File: config.mk
export PLATFORM = sky130hd
export DESIGN_NAME = tile_mixer_top
export DESIGN_NICKNAME = d
export VERILOG_FILES = /design/src/rtl/tile_mix_pkg.sv /design/src/rtl/pixel_timing.sv /design/src/rtl/layer_shifter.sv /design/src/rtl/mix_regs.sv /design/src/rtl/layer_mixer.sv /design/src/rtl/tile_mixer_top.sv
export SDC_FILE = /design/constraint.sdc
export NUM_CORES = 1
export LEC_CHECK = 0
export BUFFER_PORTS_ARGS = -buffer_cell sky130_fd_sc_hd__buf_2
export CORE_MARGIN = 2
export CORE_UTILIZATION = 31
export CTS_BUF_LIST = sky130_fd_sc_hd__clkbuf_8
export DETAILED_ROUTE_END_ITERATION = 8
export GPL_TIMING_DRIVEN = 0
export PLACE_DENSITY_LB_ADDON = 0.2
export SYNTH_ARGS = -nofsm -noshare
export SYNTH_HDL_FRONTEND = slang
export SYNTH_SLANG_ARGS = --single-unit
File: constraint.sdc
create_clock -name CLK_6M -period 2.66 [get_ports CLK_6M]
set_clock_uncertainty 0.05 [all_clocks]
set_input_delay 0.532 -clock CLK_6M [delete_from_list [all_inputs] [get_ports CLK_6M]]
set_output_delay 0.532 -clock CLK_6M [all_outputs]
set_load 0.1 [all_outputs]
File: src/rtl/tile_mix_pkg.sv
`default_nettype none

package tile_mix_pkg;

	////////////////////////////////////////////////////////////////////////////
	// Pixel and tile widths
	////////////////////////////////////////////////////////////////////////////

	localparam int PRI_W     = 3;
	localparam int COLOR_W   = 8;
	// One dot bit per bit plane
	localparam int DOT_W     = 3;
	localparam int PLANE_PIX = 4;
	// Plane 0 in 3..0, plane 1 in 7..4, plane 2 in 11..8
	localparam int TILE_W    = DOT_W * PLANE_PIX;

	// See-through pixel code
	localparam logic [DOT_W-1:0] DOT_TRANSPARENT = 3'd7;

	////////////////////////////////////////////////////////////////////////////
	// APB register map
	////////////////////////////////////////////////////////////////////////////

	localparam int ADDR_W = 4;
	localparam int DATA_W = 32;

	localparam logic [ADDR_W-1:0] REG_PRI_A = 4'h0;
	localparam logic [ADDR_W-1:0] REG_PRI_B = 4'h4;
	localparam logic [ADDR_W-1:0] REG_CTRL  = 4'h8;

	// Same 32-bit word, read as a priority register or as the control register
	typedef union packed {
		struct packed {
			logic [DATA_W-PRI_W-1:0] rsvd;
			logic [PRI_W-1:0]        level;
		} pri;
		struct packed {
			logic [DATA_W-4:0] rsvd;
			logic              disable_b;
			logic              disable_a;
			logic              flip;
		} ctl;
	} reg_word_u;

endpackage

`default_nettype wire

File: src/rtl/pixel_timing.sv
`default_nettype none

// Free-running pixel phase, standing in for the 2H clock of the board.
// Layer A owns the fetch bus in phases 0..1, layer B in phases 2..3.
module pixel_timing (
	input  wire        CLK_6M,
	input  wire        rst,
	output logic [1:0] phase,
	output logic       fetch_layer,
	output logic       capture_a,
	output logic       load_a,
	output logic       capture_b,
	output logic       load_b
);

	localparam logic [1:0] PH_FETCH_A_END = 2'd1;
	localparam logic [1:0] PH_FETCH_B_END = 2'd3;

	logic [1:0] phase_q;

	////////////////////////////////////////////////////////////////////////////
	// Phase counter
	////////////////////////////////////////////////////////////////////////////

	always_ff @(posedge CLK_6M) begin
		if (rst) begin
			phase_q <= 2'd0;
		end else begin
			// Wraps 3 -> 0 on its own
			phase_q <= phase_q + 2'd1;
		end
	end

	assign phase = phase_q;

	// Upper phase bit plays the role of 2H
	assign fetch_layer = phase_q[1];

	////////////////////////////////////////////////////////////////////////////
	// Capture and load strobes
	////////////////////////////////////////////////////////////////////////////

	// Each layer captures on the last cycle of its own fetch half
	assign capture_a = (phase_q == PH_FETCH_A_END);
	assign capture_b = (phase_q == PH_FETCH_B_END);

	// Loads are staggered half a tile slot behind the captures, so the
	// shadow of one layer is stable while the other layer is fetched
	assign load_a = (phase_q == PH_FETCH_B_END);
	assign load_b = (phase_q == PH_FETCH_A_END);

endmodule

`default_nettype wire

File: src/rtl/layer_shifter.sv
`default_nettype none

// One tile layer: shadow capture from the fetch bus, then a 4-pixel
// shift of the three bit planes.
module layer_shifter import tile_mix_pkg::*; (
	input  wire                CLK_6M,
	input  wire                rst,
	input  wire                capture,
	input  wire                load,
	input  wire                flip,
	input  wire  [TILE_W-1:0]  tile_data,
	input  wire  [COLOR_W-1:0] tile_attr,
	output logic [DOT_W-1:0]   dot,
	output logic [COLOR_W-1:0] color
);

	logic [PLANE_PIX-1:0] shadow_plane [DOT_W];
	logic [COLOR_W-1:0]   shadow_attr;
	logic [PLANE_PIX-1:0] shift_plane  [DOT_W];

	////////////////////////////////////////////////////////////////////////////
	// Shadow capture
	////////////////////////////////////////////////////////////////////////////

	// Holds one tile slice until the load strobe
	always_ff @(posedge CLK_6M) begin
		if (capture) begin
			for (int p = 0; p < DOT_W; p++) begin
				shadow_plane[p] <= tile_data[p*PLANE_PIX +: PLANE_PIX];
			end
			shadow_attr <= tile_attr;
		end
	end

	////////////////////////////////////////////////////////////////////////////
	// Plane shifters
	////////////////////////////////////////////////////////////////////////////

	always_ff @(posedge CLK_6M) begin
		if (rst) begin
			for (int p = 0; p < DOT_W; p++) begin
				shift_plane[p] <= '0;
			end
			color <= '0;
		end else if (load) begin
			for (int p = 0; p < DOT_W; p++) begin
				shift_plane[p] <= shadow_plane[p];
			end
			color <= shadow_attr;
		end else if (flip) begin
			// Flipped tiles leave from the LSB end
			for (int p = 0; p < DOT_W; p++) begin
				shift_plane[p] <= shift_plane[p] >> 1;
			end
		end else begin
			for (int p = 0; p < DOT_W; p++) begin
				shift_plane[p] <= shift_plane[p] << 1;
			end
		end
	end

	// Dot bits come from the exit end of each plane.
	// Colour stays put for all four pixels of the slice.
	always_comb begin
		for (int p = 0; p < DOT_W; p++) begin
			if (flip) begin
				dot[p] = shift_plane[p][0];
			end else begin
				dot[p] = shift_plane[p][PLANE_PIX-1];
			end
		end
	end

endmodule

`default_nettype wire

File: src/rtl/mix_regs.sv
`default_nettype none

// APB register file for the layer priorities and the control bits.
// Zero wait states; an unmapped offset errors and writes nothing.
module mix_regs import tile_mix_pkg::*; #(
	parameter logic [PRI_W-1:0] RESET_PRI_A = '0,
	parameter logic [PRI_W-1:0] RESET_PRI_B = '0
) (
	input  wire               CLK_6M,
	input  wire               rst,
	input  wire               psel,
	input  wire               penable,
	input  wire               pwrite,
	input  wire  [ADDR_W-1:0] paddr,
	input  wire  [DATA_W-1:0] pwdata,
	output logic [DATA_W-1:0] prdata,
	output logic              pready,
	output logic              pslverr,
	output logic [PRI_W-1:0]  pri_a,
	output logic [PRI_W-1:0]  pri_b,
	output logic              flip,
	output logic              disable_a,
	output logic              disable_b
);

	logic      access;
	logic      sel_pri_a;
	logic      sel_pri_b;
	logic      sel_ctrl;
	logic      mapped;
	logic      wr_en;
	reg_word_u wr_word;
	reg_word_u rd_word;

	////////////////////////////////////////////////////////////////////////////
	// Address decode
	////////////////////////////////////////////////////////////////////////////

	assign access    = psel & penable;
	assign sel_pri_a = (paddr == REG_PRI_A);
	assign sel_pri_b = (paddr == REG_PRI_B);
	assign sel_ctrl  = (paddr == REG_CTRL);
	assign mapped    = sel_pri_a | sel_pri_b | sel_ctrl;

	// No wait states
	assign pready  = access;
	assign pslverr = access & ~mapped;

	assign wr_en   = access & pwrite & mapped;
	assign wr_word = pwdata;

	////////////////////////////////////////////////////////////////////////////
	// Registers
	////////////////////////////////////////////////////////////////////////////

	always_ff @(posedge CLK_6M) begin
		if (rst) begin
			pri_a     <= RESET_PRI_A;
			pri_b     <= RESET_PRI_B;
			flip      <= 1'b0;
			disable_a <= 1'b0;
			disable_b <= 1'b0;
		end else if (wr_en) begin
			if (sel_pri_a) begin
				pri_a <= wr_word.pri.level;
			end
			if (sel_pri_b) begin
				pri_b <= wr_word.pri.level;
			end
			if (sel_ctrl) begin
				flip      <= wr_word.ctl.flip;
				disable_a <= wr_word.ctl.disable_a;
				disable_b <= wr_word.ctl.disable_b;
			end
		end
	end

	////////////////////////////////////////////////////////////////////////////
	// Read back
	////////////////////////////////////////////////////////////////////////////

	// Reserved bits always read as zero
	always_comb begin
		rd_word = '0;
		if (sel_pri_a) begin
			rd_word.pri.level = pri_a;
		end else if (sel_pri_b) begin
			rd_word.pri.level = pri_b;
		end else if (sel_ctrl) begin
			rd_word.ctl.flip      = flip;
			rd_word.ctl.disable_a = disable_a;
			rd_word.ctl.disable_b = disable_b;
		end
		prdata = rd_word;
	end

endmodule

`default_nettype wire

File: src/rtl/layer_mixer.sv
`default_nettype none

// Per-pixel choice between layer A, layer B and the upstream background.
// One register stage to the outputs.
module layer_mixer import tile_mix_pkg::*; (
	input  wire                CLK_6M,
	input  wire                rst,
	input  wire  [DOT_W-1:0]   dot_a,
	input  wire  [COLOR_W-1:0] color_a,
	input  wire  [DOT_W-1:0]   dot_b,
	input  wire  [COLOR_W-1:0] color_b,
	input  wire  [PRI_W-1:0]   pri_a,
	input  wire  [PRI_W-1:0]   pri_b,
	input  wire                disable_a,
	input  wire                disable_b,
	input  wire  [PRI_W-1:0]   in_pri,
	input  wire  [COLOR_W-1:0] in_color,
	input  wire  [DOT_W-1:0]   in_dot,
	output logic [PRI_W-1:0]   out_pri,
	output logic [COLOR_W-1:0] out_color,
	output logic [DOT_W-1:0]   out_dot
);

	logic qual_a;
	logic qual_b;
	logic pick_a;
	logic pick_b;

	////////////////////////////////////////////////////////////////////////////
	// Arbitration
	////////////////////////////////////////////////////////////////////////////

	// A layer must be opaque, enabled and strictly above the background
	assign qual_a = (dot_a != DOT_TRANSPARENT) && !disable_a && (pri_a > in_pri);
	assign qual_b = (dot_b != DOT_TRANSPARENT) && !disable_b && (pri_b > in_pri);

	// Tie goes to layer A
	assign pick_b = qual_b && (!qual_a || (pri_b > pri_a));
	assign pick_a = qual_a && !pick_b;

	////////////////////////////////////////////////////////////////////////////
	// Output stage
	////////////////////////////////////////////////////////////////////////////

	always_ff @(posedge CLK_6M) begin
		if (rst) begin
			out_pri   <= '0;
			out_color <= '0;
			out_dot   <= '0;
		end else if (pick_b) begin
			out_pri   <= pri_b;
			out_color <= color_b;
			out_dot   <= dot_b;
		end else if (pick_a) begin
			out_pri   <= pri_a;
			out_color <= color_a;
			out_dot   <= dot_a;
		end else begin
			// Background pixel passes down the chain
			out_pri   <= in_pri;
			out_color <= in_color;
			out_dot   <= in_dot;
		end
	end

endmodule

`default_nettype wire

File: src/rtl/tile_mixer_top.sv
`default_nettype none

module tile_mixer_top import tile_mix_pkg::*; #(
	parameter logic [PRI_W-1:0] RESET_PRI_A = '0,
	parameter logic [PRI_W-1:0] RESET_PRI_B = '0
) (
	input  wire                CLK_6M,
	input  wire                rst,
	// APB
	input  wire                psel,
	input  wire                penable,
	input  wire                pwrite,
	input  wire  [ADDR_W-1:0]  paddr,
	input  wire  [DATA_W-1:0]  pwdata,
	output wire  [DATA_W-1:0]  prdata,
	output wire                pready,
	output wire                pslverr,
	// Tile fetch bus
	output wire                fetch_layer,
	input  wire  [TILE_W-1:0]  tile_data,
	input  wire  [COLOR_W-1:0] tile_attr,
	output wire  [1:0]         pixel_phase,
	// Background chain
	input  wire  [PRI_W-1:0]   in_pri,
	input  wire  [COLOR_W-1:0] in_color,
	input  wire  [DOT_W-1:0]   in_dot,
	output wire  [PRI_W-1:0]   out_pri,
	output wire  [COLOR_W-1:0] out_color,
	output wire  [DOT_W-1:0]   out_dot
);

	wire               capture_a;
	wire               load_a;
	wire               capture_b;
	wire               load_b;
	wire [DOT_W-1:0]   dot_a;
	wire [COLOR_W-1:0] color_a;
	wire [DOT_W-1:0]   dot_b;
	wire [COLOR_W-1:0] color_b;
	wire [PRI_W-1:0]   pri_a;
	wire [PRI_W-1:0]   pri_b;
	wire               flip;
	wire               disable_a;
	wire               disable_b;

	pixel_timing timing0 (
		.CLK_6M(CLK_6M), .rst(rst), .phase(pixel_phase), .fetch_layer(fetch_layer),
		.capture_a(capture_a), .load_a(load_a), .capture_b(capture_b), .load_b(load_b)
	);

	// Both layers watch the same bus, each captures in its own half
	layer_shifter layer_a (
		.CLK_6M(CLK_6M), .rst(rst), .capture(capture_a), .load(load_a), .flip(flip),
		.tile_data(tile_data), .tile_attr(tile_attr), .dot(dot_a), .color(color_a)
	);

	layer_shifter layer_b (
		.CLK_6M(CLK_6M), .rst(rst), .capture(capture_b), .load(load_b), .flip(flip),
		.tile_data(tile_data), .tile_attr(tile_attr), .dot(dot_b), .color(color_b)
	);

	mix_regs #(
		.RESET_PRI_A(RESET_PRI_A),
		.RESET_PRI_B(RESET_PRI_B)
	) regs0 (
		.CLK_6M(CLK_6M), .rst(rst), .psel(psel), .penable(penable), .pwrite(pwrite),
		.paddr(paddr), .pwdata(pwdata), .prdata(prdata), .pready(pready),
		.pslverr(pslverr), .pri_a(pri_a), .pri_b(pri_b), .flip(flip),
		.disable_a(disable_a), .disable_b(disable_b)
	);

	layer_mixer mixer0 (
		.CLK_6M(CLK_6M), .rst(rst),
		.dot_a(dot_a), .color_a(color_a), .dot_b(dot_b), .color_b(color_b),
		.pri_a(pri_a), .pri_b(pri_b), .disable_a(disable_a), .disable_b(disable_b),
		.in_pri(in_pri), .in_color(in_color), .in_dot(in_dot),
		.out_pri(out_pri), .out_color(out_color), .out_dot(out_dot)
	);

endmodule

`default_nettype wire

; Yosys cells after proc, flatten, opt, wreduce, memory -nomap -nowiden
; Memory sizes are Yosys's and may differ from the RTL's.
; Cells that the tools add are included.
[totals]
ff_bits = 57
ramBits = 48
word_cells = 124
mem_count = 4
[op_classes]
n_addsub = 1
order_cmp = 3
eq_ne = 6
muxes = 57
bitwise = 25
reduce_logical = 15
[mem_list]
columns = memory, words, width, read_ports, rd_clocked_by_memory_dff, wr, line_no
row1 = layer_a.shadow_plane, 3, 4, 3, 0, 3, layer_shifter.sv:17  ; logic [PLANE_PIX-1:0] shadow_plane [DOT_W];
row2 = layer_a.shift_plane, 3, 4, 3, 0, 3, layer_shifter.sv:19  ; logic [PLANE_PIX-1:0] shift_plane [DOT_W];
row3 = layer_b.shadow_plane, 3, 4, 3, 0, 3, layer_shifter.sv:17
row4 = layer_b.shift_plane, 3, 4, 3, 0, 3, layer_shifter.sv:19
[op_table]
columns = cell, count
row1 = 2-to-1 mux 4 bit, 18
row2 = 2-to-1 mux 1 bit, 30
row3 = 2-to-1 mux 3 bit, 7
row4 = bitwise OR 1 bit, 20
row5 = 2-to-1 mux 8 bit, 2
row6 = greater-than comparator 3 bit, 3
row7 = logical AND 1 bit, 6
row8 = "inequality test 3 bit, second input constant", 2
row9 = AND reduction 2 bit, 3
row10 = bitwise AND 1 bit, 4
row11 = "equality test 4 x 3 -> 1 bit, second input constant", 1
row12 = "equality test 4 bit, second input constant", 1
row13 = logical NOT 1 bit, 4
row14 = logical NOT 4 bit, 1
row15 = "adder 2 x 1 -> 2 bit, second input constant", 1
row16 = "equality test 2 x 1 -> 1 bit, second input constant", 1
row17 = "equality test 2 bit, second input constant", 1
row18 = logical OR 1 bit, 1
row19 = NOT 1 bit, 1

; Longest topological paths before layout
; Gate-level depths: netlist (run 1).
; An unclocked memory read counts as a cell.
[depth]
word_depth = 12
depth_mapped = 9
ltp_nobuf = 7

; Cells and area by module
; A second synthesis (run 1) with hierarchy kept.
[hier_totals]
hier_cells = 393
hier_area_um2 = 4917.2
[modules_own_cells]
columns = mod, n_inst, cells_per_inst, area_each_um2
row1 = layer_shifter, 2, 104, 1581.5
row2 = layer_mixer, 1, 93, 932.1
row3 = mix_regs, 1, 82, 723.2
row4 = pixel_timing, 1, 10, 98.8

; Worst setup path after synthesis (run 1)
; Ideal clock, no wire load.
[synth_path]
path_type = in2out
from = input paddr[2]
to = output prdata[0]
t_arrival_ns = 3.084
required_time_ns = 2.078
path_slack_ns = -1.006
cell_stages = 5
n_path_buf = 1
cell_sequence = clkbuf_1 mux2i_1 nor2_1 a21oi_1 nor3_1
[synth_between]
elab_chain_len = 4
word_cells_on_any_way = 6
[synth_lines]
columns = element, line_no
row1 = "start, declared", tile_mixer_top.sv:13  ; input wire [ADDR_W-1:0] paddr,
row2 = equality test 4 bit, mix_regs.sv:42  ; assign sel_ctrl = (paddr == REG_CTRL);
row3 = 2-to-1 mux 3 bit, mix_regs.sv:89  ; end else if (sel_ctrl) begin
row4 = 2-to-1 mux 3 bit, mix_regs.sv:87  ; end else if (sel_pri_b) begin
row5 = 2-to-1 mux 3 bit (*), mix_regs.sv:85  ; if (sel_pri_a) begin
row6 = "end, declared", tile_mixer_top.sv:15  ; output wire [DATA_W-1:0] prdata,
; Mark *: on every way between the ends. The rest lies on a longest branch, timed or not.

; Worst setup path after layout (run 1)
[layout_path]
from = register regs0.pri_a[0]
to = register mixer0.out_color[7]
[layout_between]
elab_chain_len = 9
word_cells_on_any_way = 10
[layout_lines]
columns = element, line_no
row1 = "start, declared", mix_regs.sv:19  ; output logic [PRI_W-1:0] pri_a,
row2 = "start signal, assigned", mix_regs.sv:65  ; pri_a <= wr_word.pri.level;
row3 = greater-than comparator 3 bit, layer_mixer.sv:34  ; assign qual_a = (dot_a != DOT_TRANSPARENT) && !disable_a && (pri_a > in_pri);
row4 = logical AND 1 bit, layer_mixer.sv:34
row5 = logical NOT 1 bit, layer_mixer.sv:38  ; assign pick_b = qual_b && (!qual_a || (pri_b > pri_a));
row6 = logical OR 1 bit, layer_mixer.sv:38
row7 = logical AND 1 bit, layer_mixer.sv:38
row8 = logical NOT 1 bit, layer_mixer.sv:39  ; assign pick_a = qual_a && !pick_b;
row9 = logical AND 1 bit, layer_mixer.sv:39
row10 = 2-to-1 mux 8 bit, layer_mixer.sv:54  ; end else if (pick_a) begin
row11 = 2-to-1 mux 8 bit (*), layer_mixer.sv:50  ; end else if (pick_b) begin
row12 = "end signal, assigned", layer_mixer.sv:52  ; out_color <= color_b;
row13 = "end signal, assigned", layer_mixer.sv:56  ; out_color <= color_a;
row14 = "end signal, assigned", layer_mixer.sv:61  ; out_color <= in_color;
row15 = "end, declared", layer_mixer.sv:20  ; output logic [COLOR_W-1:0] out_color,
; Marked as above.
; A chain may end at the register's enable or synchronous reset.

==> results.txt, run 1 <==
footprint of the multi-input gates -> 1840 um2
Synth Cell Area -> 4750 um2
grt total ovfl -> 0
power share of the combinational group -> 0.199
max-cap check violation count -> 0
initial antenna violation count -> 0
Final Max Slew Viols -> 0
DR WL/cell -> 14.8 um
detailed-router iteration count before antenna repair -> 4
Final HPWL DP -> 7880 um
switch share -> 0.327
Post-route DRC -> 0
crit path capture type -> flop
Synth cell types -> 35
Simple-Gate Fraction of Synth Area -> 0.0828
GR Util met2 -> 0.227
number of synthesized register bits -> 105
cell area after placement -> 5540 um2
first-pass GRT wire length -> 16800 um
Clock Tree Buf Depth -> 2
cells after synthesis -> 403
Crit Path Category -> reg -> reg
EDFF count, synth -> 64
Post-Route WL -> 10700 um
die width -> 128 um
Yosys warnings -> 0
Via density -> 4.52
Least-Margin Pin Slew -> 0.607 ns
clock latency on the worst-skew pair -> 0.38 ns
core region area -> 15100 um2
main combinational cell family by area after synthesis -> multiplexers
worst flop-to-flop path startpoint -> regs0.pri_a[0]$_SDFFE_PP0P_
min cycle time layout -> 2.36 ns
final hold violations -> 0
share of post-route cells with drive strength above 1 -> 0.245
H-tree depth -> 3
RSZ-0062 raised after global routing -> no
max_slew headroom -> 0.595
worst min-delay path category -> in -> reg
Net Sw Power -> 1.12 mW
CP startpoint -> regs0.pri_a[0]$_SDFFE_PP0P_
Most used DFF post-synth -> edfxtp_1
adder-cell share of the synthesized area -> 0.0290
Root Buffer -> clkbuf_8
Seq. cell area -> 2750 um2
FFs w/ async S/R, synth -> 0
critical path startpoint category -> flop
fin util -> 0.378
clock-pin slew on the worst setup and hold paths -> 0.10 ns
crit-path max FO -> 10
Inserted Clock Buffers -> 9
GR peak layer -> met2
Die Span Y -> 128 um
Data required, critical path -> 2.89 ns
cts hold-fix bufs -> 0
Port Buffers -> 66
std cell rows -> 45
Flop pwr share -> 0.541
Syn-to-layout area delta -> 20.3%
Synth Area in XOR/XNOR -> 0
CTS tree -> built
met1 usage -> 0.175
Mean Syn Cell Area -> 11.8 um2
overall power -> 3.44 mW
vias post-DR -> 3266
num ports -> 126
fin nets -> 616
Peak VDD IR -> 0.306 mV
internal power -> 2.31 mW
die area -> 16300 um2
Clk network pwr share -> 0.260
Synth Area in Compound Gates -> 0.109
CTS Sinks -> 105
largest net degree at the start of global routing -> 22
WP data arrival -> 2.58 ns
vias in the first global route -> 3266
# setup viols final -> 0
r2r setup slk -> 0.30 ns
initial DRC count -> 111
fillers -> 1525
status -> finished, final reports clean
min-delay src -> tile_data[5]
mux cell area share after synthesis -> 0.118
Ant. Diodes -> 0
Initial Utilization -> 0.315
Final GP Congestion -> 0.786
Seq/Total Area, Yosys -> 0.578
post-route clock period utilization -> 0.885
all-layer global routing usage -> 0.135
static leakage -> 2.28 nW
fin area -> 5710 um2
power per cell area -> 602 nW/um2
Routed Antenna Nets -> 0
GR Util met3 -> 0.0271
FMAX -> 425 MHz
-- power by group through the flow --
| stage | combinational, mW | clock (mW) | sequential (mW) |
|---|---|---|---|
| 2_1_floorplan | 0.419 | 0 | 2.03 |
| 3_3_place_gp | 0.680 | 0 | 1.90 |
| 3_5_place_dp | 0.685 | 0 | 1.90 |
| 4_1_cts | 0.688 | 0.922 | 1.86 |
| 5_1_grt | 0.731 | 0.976 | 1.87 |
| 6_report | 0.686 | 0.893 | 1.86 |
-- sequential cells by signal, summed over array words and instances (netlist names) --
name,flops
mixer0.out_pri,3
mixer0.out_color,8
regs0.pri_b,3
mixer0.out_dot,3
layer_a.color,8
layer_b.shadow_attr,8
layer_a.shadow_attr,8
layer_a.shadow_plane,12
regs0.flip,1
regs0.pri_a,3
regs0.disable_a,1
layer_b.shadow_plane,12
layer_b.color,8
layer_b.shift_plane,12
regs0.disable_b,1
layer_a.shift_plane,12
timing0.phase,2
-- layout make-up --
cell class              instances  area share
inverters                       9     0.00592
clock buffers                   9      0.0217
repair buffers                 66      0.0578
well taps                     188      0.0412
plain buffers                  52      0.0620
multi-input cells             287       0.323
flip-flops and latches        105       0.481
clock inverters                 7     0.00767
-- routing by layer --
metal	routed length, um	part of all wire
met1	5000	0.47
met2	4990	0.47
met3	531	0.050
met4	163	0.015
met5	0	0
-- final timing paths --
| kind | endpoint | cells past startpoint |
|---|---|---|
| max | mixer0.out_color[7]$_SDFF_PP0_ | 8 |
| min | layer_a.shadow_plane[0][5]$_DFFE_PP_ | 1 |
| max reg2reg | mixer0.out_color[7]$_SDFF_PP0_ | 8 |
| min reg2reg | timing0.phase[0]$_SDFF_PP0_ | 1 |
-- repair_timing --
action	CTS	global route
setup endpoints to repair	21	30
gates resized for setup	2	7
setup buffers	0	0
-- cell usage after synthesis, types with 3 or more instances --
master,number,area share
clkbuf_1,10,0.0079
ha_1,11,0.029
a2111o_1,3,0.0071
dfxtp_1,41,0.17
nor2_1,73,0.058
edfxtp_1,64,0.40
nor3_1,4,0.0042
buf_4,32,0.051
a211oi_1,23,0.036
buf_1,8,0.0063
inv_1,9,0.0071
a21oi_1,16,0.017
mux2i_1,56,0.12
a22oi_1,12,0.019
nor2b_1,5,0.0066
o21ai_0,4,0.0042
nand2_1,5,0.0040
a31oi_1,5,0.0066
-- metrics by stage --
step | worst slack [ns] | hold WS, ns | setup TNS (ns) | instances
global route | 0.115 | 0.278 | 0 | 723
global placement | -0.156 | 0.365 | -2.97 | 708
finish | 0.305 | 0.289 | 0 | 723
floorplan | -0.154 | 0.406 | -0.154 | 454
CTS | 0.0668 | 0.279 | 0 | 723
detailed placement | -0.212 | 0.375 | -3.81 | 708
-- kinds of logic (layout without fill, tap and decap cells) --
kind of cell             Yosys count  in the layout
flip-flops                       105            105
buffers and inverters             62            143
AND/OR/NAND/NOR                   93             93
AO/OA/AOI/OAI                     74             74
other                              2             53
multiplexers                      56             56
adder cells (fa/ha/maj)           11             11
-- cell usage in the layout (no fill, tap or decap), drive strengths merged, types with 2 or more instances in the layout --
master	n
mux2i	56
clkbuf	21
nor3	4
a22oi	12
clkinv	3
a2111o	3
clkinvlp	2
a211oi	23
nand2	5
inv	11
ha	11
a21oi	16
nor2b	5
o21ai	7
o21a	2
nand3	2
conb	53
buf	106
dfxtp	41
edfxtp	64
a31oi	5
nor2	73
-- worst max-delay path, cell delays in order, from the launching register on --
cell and delay [ns]:
dfxtp_1 0.42, inv_1 0.07, ha_1 0.29, a311oi_2 0.44
and3_4 0.29, buf_12 0.15, buf_4 0.20, a211oi_1 0.09
a211oi_1 0.27
Note: power is estimated with default switching activity, not from simulation.
==> run 2: changes to the inputs <==
--- a/config.mk
+++ b/config.mk
@@ -5,11 +5,11 @@
 export SDC_FILE = /design/constraint.sdc
 export NUM_CORES = 1
 export LEC_CHECK = 0
-export BUFFER_PORTS_ARGS = -buffer_cell sky130_fd_sc_hd__buf_2
 export CORE_MARGIN = 2
 export CORE_UTILIZATION = 31
 export CTS_BUF_LIST = sky130_fd_sc_hd__clkbuf_8
 export DETAILED_ROUTE_END_ITERATION = 8
+export DONT_BUFFER_PORTS = 1
 export GPL_TIMING_DRIVEN = 0
 export PLACE_DENSITY_LB_ADDON = 0.2
 export SYNTH_ARGS = -nofsm -noshare
==> run 2 against run 1 <==
Against the previous run:
- die area did not move
- largest power group unchanged
- flip-flop and latch count unchanged
- critical endpoint is now prdata[1]
- clock-buffer cell count grew 1
- sequential power grew 8%
==> results.txt, run 2 (same netlist as run 1, synthesis figures left out) <==
status -> finished, final reports clean
grt total ovfl -> 0 (unchanged)
max-cap check violation count -> 0 (unchanged)
all-layer global routing usage -> 0.136 (+0.000701)
Final Max Slew Viols -> 0 (unchanged)
num ports -> 126 (unchanged)
Final GP Congestion -> 0.765 (-2.6%)
worst hold slack -> 0.186 ns (-0.103 ns)
clock latency on the worst-skew pair -> 0.38 ns (about the same)
first-pass GRT wire length -> 16600 um (-1.3%)
Initial Utilization -> 0.315 (unchanged)
max_slew headroom -> 0.287 (-0.308)
worst path cell trace -> clkbuf_1 -> nor2b_1 -> a21oi_1 -> nor3_4
cell area after placement -> 5210 um2 (-5.9%)
worst min-delay path category -> in -> reg
power share of the combinational group -> 0.138 (-0.061)
FMAX -> 398 MHz (-6.3%)
RSZ-0062 raised after global routing -> no
Least-Margin Pin Slew -> 1.07 ns (+0.460 ns)
Root Buffer -> clkbuf_8
commonest non-fill, non-tap cell in the layout -> nor2_1
Crit Path Category -> in -> out
core region area -> 15100 um2 (unchanged)
final hold violations -> 0 (unchanged)
Worst path max stage delay -> 0.77 ns (+0.33 ns)
std cell rows -> 45 (unchanged)
Post-Route WL -> 10500 um (-1.7%)
post-route clock period utilization -> 0.945 (+0.0595)
clock-pin slew on the worst setup and hold paths -> 0.10 ns (about the same)
setup bufs post-CTS -> 0 (unchanged)
initial antenna violation count -> 0 (unchanged)
fillers -> 1506 (-1.2%)
critical path startpoint category -> input pin
Routed Antenna Nets -> 0 (unchanged)
GR Util met3 -> 0.0476 (+0.0205)
met1 usage -> 0.161 (-0.0136)
detailed-router iteration count before antenna repair -> 4 (unchanged)
Port Buffers -> 0 (-100%)
initial DRC count -> 178 (+60%)
share of post-route cells with drive strength above 1 -> 0.141 (-0.104)
internal power -> 2.40 mW (+3.6%)
Peak VDD IR -> 0.365 mV (+19%)
WP data arrival -> 1.93 ns (-0.65 ns)
Via density -> 4.53 (+0.17%)
die width -> 128 um (unchanged)
static leakage -> 2.04 nW (-11%)
Inserted Clock Buffers -> 9 (unchanged)
Clock Tree Buf Depth -> 2 (unchanged)
largest net degree at the start of global routing -> 22 (unchanged)
Post-route DRC -> 0 (unchanged)
Slowest cell on crit path -> nor3_4
Net Sw Power -> 1.08 mW (-4.1%)
CTS Sinks -> 105 (unchanged)
die area -> 16300 um2 (unchanged)
GR peak layer -> met2
vias post-DR -> 2973 (-9.0%)
GR Util met2 -> 0.224 (-0.00252)
vias in the first global route -> 3114 (-4.7%)
Flop pwr share -> 0.577 (+0.036)
CTS tree -> built
H-tree depth -> 3 (unchanged)
crit path capture type -> output pin
overall power -> 3.48 mW (+1.1%)
Clk network pwr share -> 0.285 (+0.025)
Die Span Y -> 128 um (unchanged)
TNS Setup -> 0 ns (unchanged)
fin nets -> 550 (-11%)
crit-path max FO -> 7 (-3)
Final HPWL DP -> 7900 um (+0.19%)
switch share -> 0.310 (-0.0167)
Syn-to-layout area delta -> 14.6%
DR WL/cell -> 16.0 um (+8.2%)
power per cell area -> 639 nW/um2 (+6.2%)
cts hold-fix bufs -> 0 (unchanged)
Ant. Diodes -> 0 (unchanged)
# setup viols final -> 0 (unchanged)
min cycle time layout -> 2.51 ns (+0.158 ns)
fin util -> 0.360 (-0.0180)
r2r setup slk -> 0.24 ns (-0.06 ns)
fin area -> 5440 um2 (-4.8%)
most frequent cells in the layout -> 72 x nor2_1, 64 x edfxtp_1, 56 x mux2i_1
Data required, critical path -> 2.08 ns (-0.81 ns)
run 2: timing repair:
action	4_1_cts	5_1_grt
endpoints found under the setup margin	41	5
gates resized for setup	6	5
pin swaps	1	1
run 2: path summary, 6_finish.rpt:
kind,startpoint,cells past startpoint,end
setup / recovery,paddr[2],4,prdata[1]
hold / removal,tile_attr[5],0,layer_a.shadow_attr[5]$_DFFE_PP_
setup reg to reg,regs0.pri_a[0]$_SDFFE_PP0P_,8,mixer0.out_color[2]$_SDFF_PP0_
hold reg to reg,layer_a.shadow_attr[0]$_DFFE_PP_,2,layer_a.color[0]$_SDFFE_PP0P_
run 2: worst max-delay path: cells and delay by family:
family	cells	cell delay [ns]
and+or+nand+nor	2	1.05
buffers and inverters	1	0.18
AOI/OAI and AO/OA	1	0.16
run 2: power by group through the flow:
stage / Sequential [mW] / Combinational (mW) / Clock (mW)
final: 2.01 / 0.479 / 0.992
after global routing: 2.02 / 0.517 / 1.09
after CTS: 2.01 / 0.480 / 1.04
after detailed placement: 2.05 / 0.474 / 0
after global placement: 2.04 / 0.470 / 0
after floorplan: 2.03 / 0.419 / 0
run 2: per-stage QoR:
step / std cells / setup WS [ns]
floorplan: 454 / -0.154
global placement: 642 / -0.614
detailed placement: 642 / -0.655
CTS: 657 / 0.0691
global route: 657 / 0.0415
finish: 657 / 0.147
run 2: final cells by class:
type	instances	area, um2	area share
clock inverter	6	60.1	0.0110
sequential	105	2750	0.505
inverter	9	33.8	0.00621
buffer	52	354	0.0651
multi-input combinational	287	1870	0.344
tap	188	235	0.0432
clock buffer	10	138	0.0253
run 2: per-layer routing:
| metal | vias up | routed length [um] |
|---|---|---|
| li1 | 1498 | - |
| met1 | 1380 | 4610 |
| met2 | 84 | 4890 |
| met3 | 11 | 819 |
| met4 | 0 | 197 |
| met5 | - | 0 |
